==> src/verilog/issue_settings.svh <==
`ifndef ISSUE_SETTINGS_SVH
`define ISSUE_SETTINGS_SVH

// width of one general purpose register value
`define GPR_SIZE 32

// tag width into the reorder buffer
`define ROB_IDX_SIZE 4

// reservation station depth and the index that addresses it
`define RS_SIZE 4
`define RS_IDX_SIZE 2

`endif

==> src/verilog/issue_pkg.sv <==
`include "issue_settings.svh"

package issue_pkg;

  // condition flags in arm order
  typedef struct packed {
    logic n;
    logic z;
    logic c;
    logic v;
  } nzcv_t;

  // integer alu operations handled by this cluster
  typedef enum logic [2:0] {
    ADD = 3'd0,
    SUB = 3'd1,
    AND = 3'd2,
    ORR = 3'd3,
    EOR = 3'd4,
    MOV = 3'd5
  } alu_op_e;

  // source operand, either a value or the tag it waits on
  typedef struct packed {
    logic                     valid;
    logic [`GPR_SIZE-1:0]     value;
    logic [`ROB_IDX_SIZE-1:0] rob_index;
  } operand_t;

  // one instruction as it arrives from dispatch
  typedef struct packed {
    alu_op_e                  op;
    operand_t                 a;
    operand_t                 b;
    logic [`ROB_IDX_SIZE-1:0] dst;
    logic                     set_nzcv;
    nzcv_t                    nzcv;
  } dispatch_t;

  // result broadcast seen by every station entry
  typedef struct packed {
    logic                     valid;
    logic [`ROB_IDX_SIZE-1:0] rob_index;
    logic [`GPR_SIZE-1:0]     value;
  } bcast_t;

  // fully resolved instruction handed to the alu
  typedef struct packed {
    alu_op_e                  op;
    logic [`GPR_SIZE-1:0]     val_a;
    logic [`GPR_SIZE-1:0]     val_b;
    logic [`ROB_IDX_SIZE-1:0] dst;
    logic                     set_nzcv;
    nzcv_t                    nzcv;
  } issue_t;

  // what leaves the cluster toward the rob
  typedef struct packed {
    logic [`ROB_IDX_SIZE-1:0] dst;
    logic [`GPR_SIZE-1:0]     value;
    nzcv_t                    nzcv;
  } result_t;

endpackage

==> src/verilog/int_alu.sv <==
`timescale 1ns/10ps
`include "issue_settings.svh"

module int_alu import issue_pkg::*; (
  input  logic    in_clk,
  input  logic    in_rst,
  input  issue_t  issue,
  input  logic    issue_valid,
  input  logic    flush,
  input  logic    result_ready,
  output logic    fu_ready,
  output result_t result,
  output logic    result_valid
);

  // sign bit position
  localparam int MSB = `GPR_SIZE - 1;

  // adder outputs with carry out on top
  logic [`GPR_SIZE:0]   sum;
  logic [`GPR_SIZE:0]   diff;
  logic [`GPR_SIZE-1:0] value;
  nzcv_t                flags;

  // room for a new item when empty or drained this cycle
  assign fu_ready = !result_valid || result_ready;

  always_comb begin
    sum  = {1'b0, issue.val_a} + {1'b0, issue.val_b};
    // subtract as a + ~b + 1 so carry means no borrow
    diff = {1'b0, issue.val_a} + {1'b0, ~issue.val_b} + {{`GPR_SIZE{1'b0}}, 1'b1};
    case (issue.op)
      ADD:     value = sum[MSB:0];
      SUB:     value = diff[MSB:0];
      AND:     value = issue.val_a & issue.val_b;
      ORR:     value = issue.val_a | issue.val_b;
      EOR:     value = issue.val_a ^ issue.val_b;
      // mov copies operand b
      default: value = issue.val_b;
    endcase
    // incoming flags pass through unless set_nzcv
    flags = issue.nzcv;
    if (issue.set_nzcv) begin
      flags.n = value[MSB];
      flags.z = (value == '0);
      // logical ops and mov keep c and v
      if (issue.op == ADD) begin
        flags.c = sum[`GPR_SIZE];
        flags.v = (issue.val_a[MSB] == issue.val_b[MSB]) && (value[MSB] != issue.val_a[MSB]);
      end else if (issue.op == SUB) begin
        flags.c = diff[`GPR_SIZE];
        flags.v = (issue.val_a[MSB] != issue.val_b[MSB]) && (value[MSB] != issue.val_a[MSB]);
      end
    end
  end

  always_ff @(posedge in_clk) begin
    if (in_rst) begin
      result_valid <= 1'b0;
    end else if (flush) begin
      result_valid <= 1'b0;
    end else if (fu_ready) begin
      result_valid <= issue_valid;
    end
  end

  // result payload changes only when a new item is accepted
  always_ff @(posedge in_clk) begin
    if (fu_ready && issue_valid) begin
      result.dst   <= issue.dst;
      result.value <= value;
      result.nzcv  <= flags;
    end
  end

  // an unaccepted result stays put until the consumer takes it
  a_result_stable : assert property (
    @(posedge in_clk) disable iff (in_rst)
    (result_valid && !result_ready && !flush) |=> (result_valid && $stable(result))
  );

endmodule

==> src/verilog/issue_cluster.sv <==
`timescale 1ns/10ps
`include "issue_settings.svh"

module issue_cluster import issue_pkg::*; (
  input  logic      in_clk,
  input  logic      in_rst,
  input  dispatch_t dispatch,
  input  logic      dispatch_valid,
  output logic      full,
  input  bcast_t    bcast,
  input  logic      flush,
  output result_t   result,
  output logic      result_valid,
  input  logic      result_ready
);

  // per entry status
  logic [`RS_SIZE-1:0] busy;
  logic [`RS_SIZE-1:0] ready;
  logic [`RS_SIZE-1:0] write;
  logic [`RS_SIZE-1:0] grant;
  issue_t              entries [`RS_SIZE];

  // issue register to alu
  issue_t issue;
  logic   issue_valid;
  logic   fu_ready;

  rs_alloc u_alloc (
    .in_clk         (in_clk),
    .in_rst         (in_rst),
    .dispatch_valid (dispatch_valid),
    .busy           (busy),
    .write          (write),
    .full           (full)
  );

  // station entries all share dispatch, broadcast and flush
  for (genvar i = 0; i < `RS_SIZE; i++) begin : g_entry
    rs_entry u_entry (
      .in_clk   (in_clk),
      .in_rst   (in_rst),
      .write    (write[i]),
      .dispatch (dispatch),
      .bcast    (bcast),
      .flush    (flush),
      .grant    (grant[i]),
      .busy     (busy[i]),
      .ready    (ready[i]),
      .contents (entries[i])
    );
  end

  rs_select u_select (
    .in_clk      (in_clk),
    .in_rst      (in_rst),
    .ready       (ready),
    .entries     (entries),
    .fu_ready    (fu_ready),
    .flush       (flush),
    .grant       (grant),
    .issue       (issue),
    .issue_valid (issue_valid)
  );

  int_alu u_alu (
    .in_clk       (in_clk),
    .in_rst       (in_rst),
    .issue        (issue),
    .issue_valid  (issue_valid),
    .flush        (flush),
    .result_ready (result_ready),
    .fu_ready     (fu_ready),
    .result       (result),
    .result_valid (result_valid)
  );

endmodule

==> src/verilog/rs_alloc.sv <==
`timescale 1ns/10ps
`include "issue_settings.svh"

module rs_alloc (
  input  logic                in_clk,
  input  logic                in_rst,
  input  logic                dispatch_valid,
  input  logic [`RS_SIZE-1:0] busy,
  output logic [`RS_SIZE-1:0] write,
  output logic                full
);

  // one-hot marker of the lowest free entry
  // stays zero when every entry is taken
  logic [`RS_SIZE-1:0] free_pick;

  // priority encoder over the free entries
  // scanning downward so the lowest free index is written last
  always_comb begin
    free_pick = '0;
    for (int i = `RS_SIZE - 1; i >= 0; i--) begin
      if (!busy[i]) begin
        free_pick    = '0;
        free_pick[i] = 1'b1;
      end
    end
  end

  // steer the dispatch strobe into the picked entry
  // a full station leaves free_pick empty so the dispatch is dropped
  assign write = dispatch_valid ? free_pick : '0;

  // station is full once every entry holds an instruction
  assign full = &busy;

  // at most one entry may take a dispatch per cycle
  a_write_onehot : assert property (
    @(posedge in_clk) disable iff (in_rst)
    $onehot0(write)
  );

endmodule

==> src/verilog/rs_entry.sv <==
`timescale 1ns/10ps
`include "issue_settings.svh"

module rs_entry import issue_pkg::*; (
  input  logic      in_clk,
  input  logic      in_rst,
  input  logic      write,
  input  dispatch_t dispatch,
  input  bcast_t    bcast,
  input  logic      flush,
  input  logic      grant,
  output logic      busy,
  output logic      ready,
  output issue_t    contents
);

  // stored instruction
  alu_op_e                  op;
  operand_t                 op_a;
  operand_t                 op_b;
  logic [`ROB_IDX_SIZE-1:0] dst;
  logic                     set_nzcv;
  nzcv_t                    nzcv;

  // capture a broadcast value when a pending operand's tag matches
  function automatic operand_t snoop(input operand_t src, input bcast_t bc);
    operand_t res;
    res = src;
    if (!src.valid && bc.valid && (bc.rob_index == src.rob_index)) begin
      res.valid = 1'b1;
      res.value = bc.value;
    end
    return res;
  endfunction

  // occupancy
  // flush empties the entry and also drops a dispatch at the same edge
  always_ff @(posedge in_clk) begin
    if (in_rst) begin
      busy <= 1'b0;
    end else if (flush) begin
      busy <= 1'b0;
    end else if (write) begin
      busy <= 1'b1;
    end else if (grant) begin
      // entry moves into the issue register at this edge
      busy <= 1'b0;
    end
  end

  // payload and wakeup
  always_ff @(posedge in_clk) begin
    if (write) begin
      op       <= dispatch.op;
      // same-edge broadcast is caught on the way in
      op_a     <= snoop(dispatch.a, bcast);
      op_b     <= snoop(dispatch.b, bcast);
      dst      <= dispatch.dst;
      set_nzcv <= dispatch.set_nzcv;
      nzcv     <= dispatch.nzcv;
    end else if (busy) begin
      op_a <= snoop(op_a, bcast);
      op_b <= snoop(op_b, bcast);
    end
  end

  // both sources resolved
  assign ready = busy & op_a.valid & op_b.valid;

  assign contents.op       = op;
  assign contents.val_a    = op_a.value;
  assign contents.val_b    = op_b.value;
  assign contents.dst      = dst;
  assign contents.set_nzcv = set_nzcv;
  assign contents.nzcv     = nzcv;

  // allocator never overwrites an occupied entry
  a_no_overwrite : assert property (
    @(posedge in_clk) disable iff (in_rst)
    !(write && busy)
  );

endmodule

==> src/verilog/rs_select.sv <==
`timescale 1ns/10ps
`include "issue_settings.svh"

module rs_select import issue_pkg::*; (
  input  logic                in_clk,
  input  logic                in_rst,
  input  logic [`RS_SIZE-1:0] ready,
  input  issue_t              entries [`RS_SIZE],
  input  logic                fu_ready,
  input  logic                flush,
  output logic [`RS_SIZE-1:0] grant,
  output issue_t              issue,
  output logic                issue_valid
);

  // index of the lowest ready entry
  logic [`RS_IDX_SIZE-1:0] sel_idx;
  // a grant goes out this cycle
  logic                    take;

  always_comb begin
    sel_idx = '0;
    for (int i = `RS_SIZE - 1; i >= 0; i--) begin
      if (ready[i]) begin
        sel_idx = `RS_IDX_SIZE'(i);
      end
    end
  end

  // no grant while the alu is stalled or the window is being flushed
  assign take = fu_ready && !flush && (|ready);

  always_comb begin
    grant          = '0;
    grant[sel_idx] = take;
  end

  // issue valid follows the grant whenever the alu drains the register
  always_ff @(posedge in_clk) begin
    if (in_rst) begin
      issue_valid <= 1'b0;
    end else if (flush) begin
      issue_valid <= 1'b0;
    end else if (fu_ready) begin
      issue_valid <= take;
    end
  end

  // issue payload loads only on a grant and holds otherwise
  always_ff @(posedge in_clk) begin
    if (take) begin
      issue <= entries[sel_idx];
    end
  end

  // single grant and only to a ready entry
  a_grant_legal : assert property (
    @(posedge in_clk) disable iff (in_rst)
    $onehot0(grant) && ((grant & ~ready) == '0)
  );

endmodule
==> config.mk <==
export PLATFORM = sky130hd
export DESIGN_NAME = issue_cluster
export DESIGN_NICKNAME = d
export VERILOG_FILES = /design/src/verilog/issue_pkg.sv /design/src/verilog/int_alu.sv /design/src/verilog/issue_cluster.sv /design/src/verilog/rs_alloc.sv /design/src/verilog/rs_entry.sv /design/src/verilog/rs_select.sv
export VERILOG_INCLUDE_DIRS = /design/src /design/src/verilog
export SDC_FILE = /design/constraint.sdc
export NUM_CORES = 1
export LEC_CHECK = 0
export BUFFER_PORTS_ARGS = -buffer_cell sky130_fd_sc_hd__buf_4
export CAP_MARGIN = 20
export CELL_PAD_IN_SITES_DETAIL_PLACEMENT = 1
export CELL_PAD_IN_SITES_GLOBAL_PLACEMENT = 2
export CORE_MARGIN = 3
export CORE_UTILIZATION = 43
export CTS_BUF_LIST = sky130_fd_sc_hd__clkbuf_16
export DETAILED_ROUTE_END_ITERATION = 10
export PLACE_DENSITY_LB_ADDON = 0.1
export SLEW_MARGIN = 40
export SYNTH_ARGS = -nofsm -noshare
export SYNTH_HDL_FRONTEND = slang
export SYNTH_HIERARCHICAL = 1
export SYNTH_SLANG_ARGS = --single-unit
==> constraint.sdc <==
create_clock -name in_clk -period 6.6 [get_ports in_clk]
set_clock_uncertainty 0.1 [all_clocks]
set_input_delay 1.32 -clock in_clk [delete_from_list [all_inputs] [get_ports in_clk]]
set_output_delay 1.32 -clock in_clk [all_outputs]
set_load 0.01 [all_outputs]
# After elaboration in Yosys (flattened, before gate mapping)
# Cells that the tools add are included.
dict set report totals {
  word_cells 230
  inputBits 128
  output_inout_bits 42
  reg_bits 466
}
dict set report op_classes {
  order_cmp 3
  eq_ne 17
  n_reduce_logical 68
  n_addsub 3
  bitwise 14
  muxes 52
}
# operator n
set op_table {}
lappend op_table {{37-bit 2-to-1 mux} 16}
lappend op_table {{33-bit 2-to-1 mux} 10}
lappend op_table {{32-bit one-hot mux with 5 select lines} 1}
lappend op_table {{76-bit binary-select mux with 2-bit select} 1}
lappend op_table {{76-bit 2-to-1 mux} 2}
lappend op_table {{32-bit by 32-bit adder with 33-bit output} 2}
lappend op_table {{4-bit == test} 10}
lappend op_table {{33-bit by 1-bit adder with 33-bit output, second input constant} 1}
lappend op_table {{32-bit AND} 1}
lappend op_table {{32-bit logical NOT} 1}
lappend op_table {{32-bit inverter} 1}
lappend op_table {{32-bit OR} 1}
lappend op_table {{2-bit nonzero test} 16}
lappend op_table {{32-bit bitwise XOR} 1}
lappend op_table {{1-bit logical AND} 26}
lappend op_table {{4-bit 2-to-1 mux} 6}
lappend op_table {{2-bit AND reduction} 8}
lappend op_table {{1-bit logical NOT} 12}
lappend op_table {{2-bit 2-to-1 mux} 6}
lappend op_table {{1-bit 2-to-1 mux} 9}
lappend op_table {{1-bit AND} 8}
lappend op_table {{3-bit by 2-bit == test with 1-bit output, second input constant} 2}
lappend op_table {{4-bit AND} 1}
lappend op_table {{4-bit AND reduction} 1}
lappend op_table {{13 further kinds} 14}

# Longest topological paths before layout
dict set report depth {
  depth_word 13
  mapped_depth 15
}

# Modules after synthesis
# Netlist, hierarchy kept.
# mod area_per_inst_um2 instances seq_area_each_um2 cells_each
set by_module_without_submodules {}
lappend by_module_without_submodules {rs_entry 4220.3 4 2602.5 263}
lappend by_module_without_submodules {int_alu 7419.6 1 1221.2 1012}
lappend by_module_without_submodules {rs_select 4621.9 1 2302.2 368}
lappend by_module_without_submodules {rs_alloc 52.6 1 0.0 8}

# Least setup slack after synthesis
# Ideal clock, no wire load.
dict set report synth_timing {
  path_kind {input to register}
  startpoint {input result_ready}
  endpoint {register, netlist name u_select/issue[0]}
  t_arrival_ns 4.779
  slack_ns 1.210
  setup_ns 0.511
  required_time_ns 5.989
  stages 3
  cell_sequence {nand2b_1 -> nand2b_1 -> nor2_1}
}
dict set report synth_via {
  elab_chain_len 3
}
# item line
set synth_rtl {}
lappend synth_rtl {{from (decl)} issue_cluster.sv:14} ;# input logic result_ready
lappend synth_rtl {{1-bit logical OR} int_alu.sv:26} ;# assign fu_ready = !result_valid || result_ready;
lappend synth_rtl {{1-bit logical AND (2 in series)} rs_select.sv:31} ;# assign take = fu_ready && !flush && (|ready);
lappend synth_rtl {{via u_select.take} rs_select.sv:19} ;# logic take;
# The timed path passes the listed nets, and every way through them passes these cells.
# A chain may end at the register's enable or synchronous reset.

==> qor.yml <==
status:
  outcome: "finished clean"
die:
  core-area_mm2: 0.0662
  floorplan.die_area_mm2: 0.0705
  placement_rows: 94
  chipHeight_um: 266
  ioPinCount: 170
  initial_core_util_pct: 43.8
  die_width_um: 266
worst_setup_path:
  critical_path.startpoint_type: "register"
  crit_path_frequent_cell: "sky130_fd_sc_hd__or4_1"
  cp_data_arrival_time_ns: 5.55
  worst_path_max_delay_cell: "sky130_fd_sc_hd__a221oi_2"
  timing.rr.end: "u_alu/result[2]$_DFFE_PP_"
  cp_cell_sequence: "ha_1 -> fa_1 -> a21o_2 -> a221oi_2 -> o221a_2 -> a21oi_1 -> xnor2_1 -> nor2_1 -> o31a_1 -> or4_1 -> or4_1 -> or4_1 -> o41ai_2"
  setup.worst_path.class: "register to register"
  critPathTopFamily: "compound AO/OA/AOI/OAI gates"
  rr_worst_depth: 13
  crit_path_largest_cell_delay_ns: 0.65
  worst_setup_path_end_kind: "register"
  reg2reg_setup_slack_ns: 1.35
  critical_path.max_fanout: 5
  r2r_start: "u_select/issue[9]$_DFFE_PP_"
  critPathRequiredTime_ns: 6.91
  timing.critical_path.buf_inv: 0
cts:
  cts_resized: 0
  max-clock-path-buffers: 3
  cts_setup_buffers: 0
  cts_tree: "done"
  numCtsBuffers: 52
  clk_root_buffer_cell: "sky130_fd_sc_hd__clkbuf_16"
  cts.htree.levels: 2
  clk_pin_slew_ns: 0.06
  cts_sinks: 466
  cts_hold_repair.buffers: 0
  worst_skew_pair.late_latency_ns: 0.62
global_routing:
  wire_length_of_the_first_global_routing_pass_um: 134000
  grt_use_total_pct: 25.0
  maximum_number_of_pins_on_one_net_before_global_route_repair: 85
  antenna_violations_before_repair: 5
  grt_pass1_vias: 20200
  total_overflow_reported_by_the_global_router: 0
placement:
  portBuffers: 169
  routabilityCongestion: 0.865
  dp_hpwl_um: 59300
yosys:
  post_synth_instance_area_mm2: 0.0290
  synth_enable_flop_cells: 460
  netlist_instances: 2440
  synthesis.nets: 2674
  synthesis.area_per_instance_um2: 11.9
  number_of_flip_flops_and_latches_in_the_synthesized_netlist: 466
  synth_cell_types: 97
  synthesis.yosys.warnings: 6
  yosysSeqAreaShare_pct: 48.1
  synthArstFlopShare_pct: 0
  ys_dominant_reg_cell: "sky130_fd_sc_hd__edfxtp_1"
finish:
  design.final.nets: 2539
  multi_input_area_mm2: 0.0119
  final_layout_size_suffix_gt1_share_pct: 25.6
  final_common_cell: "sky130_fd_sc_hd__edfxtp_1"
  syn_to_final_growth_pct: 5.92
  finalCoreUtilization_pct: 46.3
  final_cell_mix: "460 x sky130_fd_sc_hd__edfxtp_1, 242 x sky130_fd_sc_hd__mux2_2, 211 x sky130_fd_sc_hd__buf_4"
  n_fill_cell: 6894
  layout.area.seq_mm2: 0.0139
timing:
  slew_violations: 0
  rsz_0062_raised_after_global_routing: "no"
  min_period_over_period_pct: 79.5
  timing.fmax_ghz: 0.191
  worst_slew_pin_slew_ns: 0.847
  finalSetupViolations: 0
  relSlewSlack_pct: 43.5
  setup_tns_ns: 0
  final_hold_viol_count: 0
  final.min_clock_period_ns: 5.25
min_path:
  hold_path_startpoint: "u_select/issue[6]$_DFFE_PP_"
  hold_path_depth: 0
  worst_hold_path_type: "register to register"
  hold_path_end: "u_alu/result[37]$_DFFE_PP_"
job:
  maxCapViolCount: 0
power_and_ir_drop:
  power.static_leakage_nw: 11.1
  cellPowerDensity_mw_per_mm2: 221
  vdd_ir_drop_max_v: 0.000210
  post-layout-total-power_mw: 6.78
route:
  post-route-drc-count: 0
  wl_per_cell_um: 27.7
  postRouteWirelength_um: 89100
  drt_iter0_markers: 1420
  detailroute.via_count: 19300
  routed_via_density: 6.01
  first_pass_iters: 5
  ant_nets: 0
## synthesized netlist by cell type, types with 11 or more instances
library cell               number  area (um2)
sky130_fd_sc_hd__xnor2_1       44         385
sky130_fd_sc_hd__a32o_1        77         771
sky130_fd_sc_hd__a21o_1        17         128
sky130_fd_sc_hd__nand2b_1      95         594
sky130_fd_sc_hd__clkbuf_1      78         293
sky130_fd_sc_hd__a211oi_1      18         135
sky130_fd_sc_hd__or2_2         14        87.6
sky130_fd_sc_hd__nor2_1       114         428
sky130_fd_sc_hd__edfxtp_1     460       13800
sky130_fd_sc_hd__nor3_1        43         215
sky130_fd_sc_hd__mux2_2       242        2730
sky130_fd_sc_hd__nand2_1       86         323
sky130_fd_sc_hd__nand3_1       19        95.1
sky130_fd_sc_hd__inv_1         95         357
sky130_fd_sc_hd__and2_1        36         225
sky130_fd_sc_hd__buf_2         19        95.1
sky130_fd_sc_hd__buf_4        267        2000
sky130_fd_sc_hd__mux2_1        16         180
sky130_fd_sc_hd__buf_6         33         372
sky130_fd_sc_hd__or4_1         11        82.6
sky130_fd_sc_hd__ha_1         104        1300
sky130_fd_sc_hd__a31oi_1       25         156
sky130_fd_sc_hd__a21oi_1      103         515
sky130_fd_sc_hd__xor2_1        39         342
sky130_fd_sc_hd__o21ai_0       58         290
sky130_fd_sc_hd__a221o_1       79         791
sky130_fd_sc_hd__mux2i_1       11         110
## worst max path at each step
stage / from / to / slack [ns] / depth (start not counted)
after floorplan: result_ready / u_select/issue[0]$_DFFE_PP_ / 1.21 / 3
after global placement: u_select/issue[9]$_DFFE_PP_ / u_alu/result[2]$_DFFE_PP_ / 1.50 / 13
after detailed placement: u_select/issue[9]$_DFFE_PP_ / u_alu/result[2]$_DFFE_PP_ / 1.42 / 13
after CTS: u_select/issue[9]$_DFFE_PP_ / u_alu/result[2]$_DFFE_PP_ / 1.37 / 13
after global routing: u_select/issue[9]$_DFFE_PP_ / u_alu/result[2]$_DFFE_PP_ / 1.18 / 13
final: u_select/issue[9]$_DFFE_PP_ / u_alu/result[2]$_DFFE_PP_ / 1.35 / 13
## logic make-up (layout without fill, tap and decap cells)
group	Yosys count	after routing	share of synthesized area (%)
buffers and inverters	505	412	10.9
AO/OA/AOI/OAI	528	528	14.7
multiplexers	269	269	10.4
adder cells (fa/ha/maj)	106	106	4.63
flip-flops	466	466	48.1
XOR/XNOR	83	83	2.51
other	0	1	0
AND/OR/NAND/NOR	483	483	8.70
## cell type report
type	count	area share, %
multi-input cells	1469	38.9
repair buffers	217	5.44
inverters	99	1.21
diodes	1	0.00815
flip-flops and latches	466	45.4
clock buffers	52	4.24
well taps	864	3.52
clock inverters	44	1.26
## registers in the layout, summed over array words and instances, names as in the netlist
signal	count
g_entry.u_entry/dst	16
g_entry.u_entry/op	12
u_select/issue	76
g_entry.u_entry/op_a	20
g_entry.u_entry/set_nzcv	4
g_entry.u_entry/busy	4
u_alu/result_valid	1
g_entry.u_entry/op_b	20
u_alu/result	40
g_entry.u_entry/contents	272
u_select/issue_valid	1
## per-stage QoR
stage	hold slack [ns]	cell area (um2)	setup slack (ns)	cells
after global placement	0.303	28900	1.50	3111
after floorplan	0.300	29000	1.21	2440
after global routing	0.335	30700	1.18	3212
final	0.319	30700	1.35	3212
after detailed placement	0.306	29000	1.42	3114
after CTS	0.321	30700	1.37	3210
## routing by layer
layer	track usage (%)	routed length, um
met1	36.7	42500
met4	4.46	1250
met3	2.77	3990
met5	0	0
met2	40.7	41300
## power breakdown
part / total (mW) / switching (mW) / leakage [nW] / internal (mW)
sequential: 3.35 / 0.0203 / 4.29 / 3.33
clock: 2.87 / 1.24 / 0.852 / 1.64
combinational: 0.558 / 0.324 / 5.93 / 0.234
total: 6.78 / 1.58 / 11.1 / 5.20
Note: power is estimated with default switching activity, not from simulation.
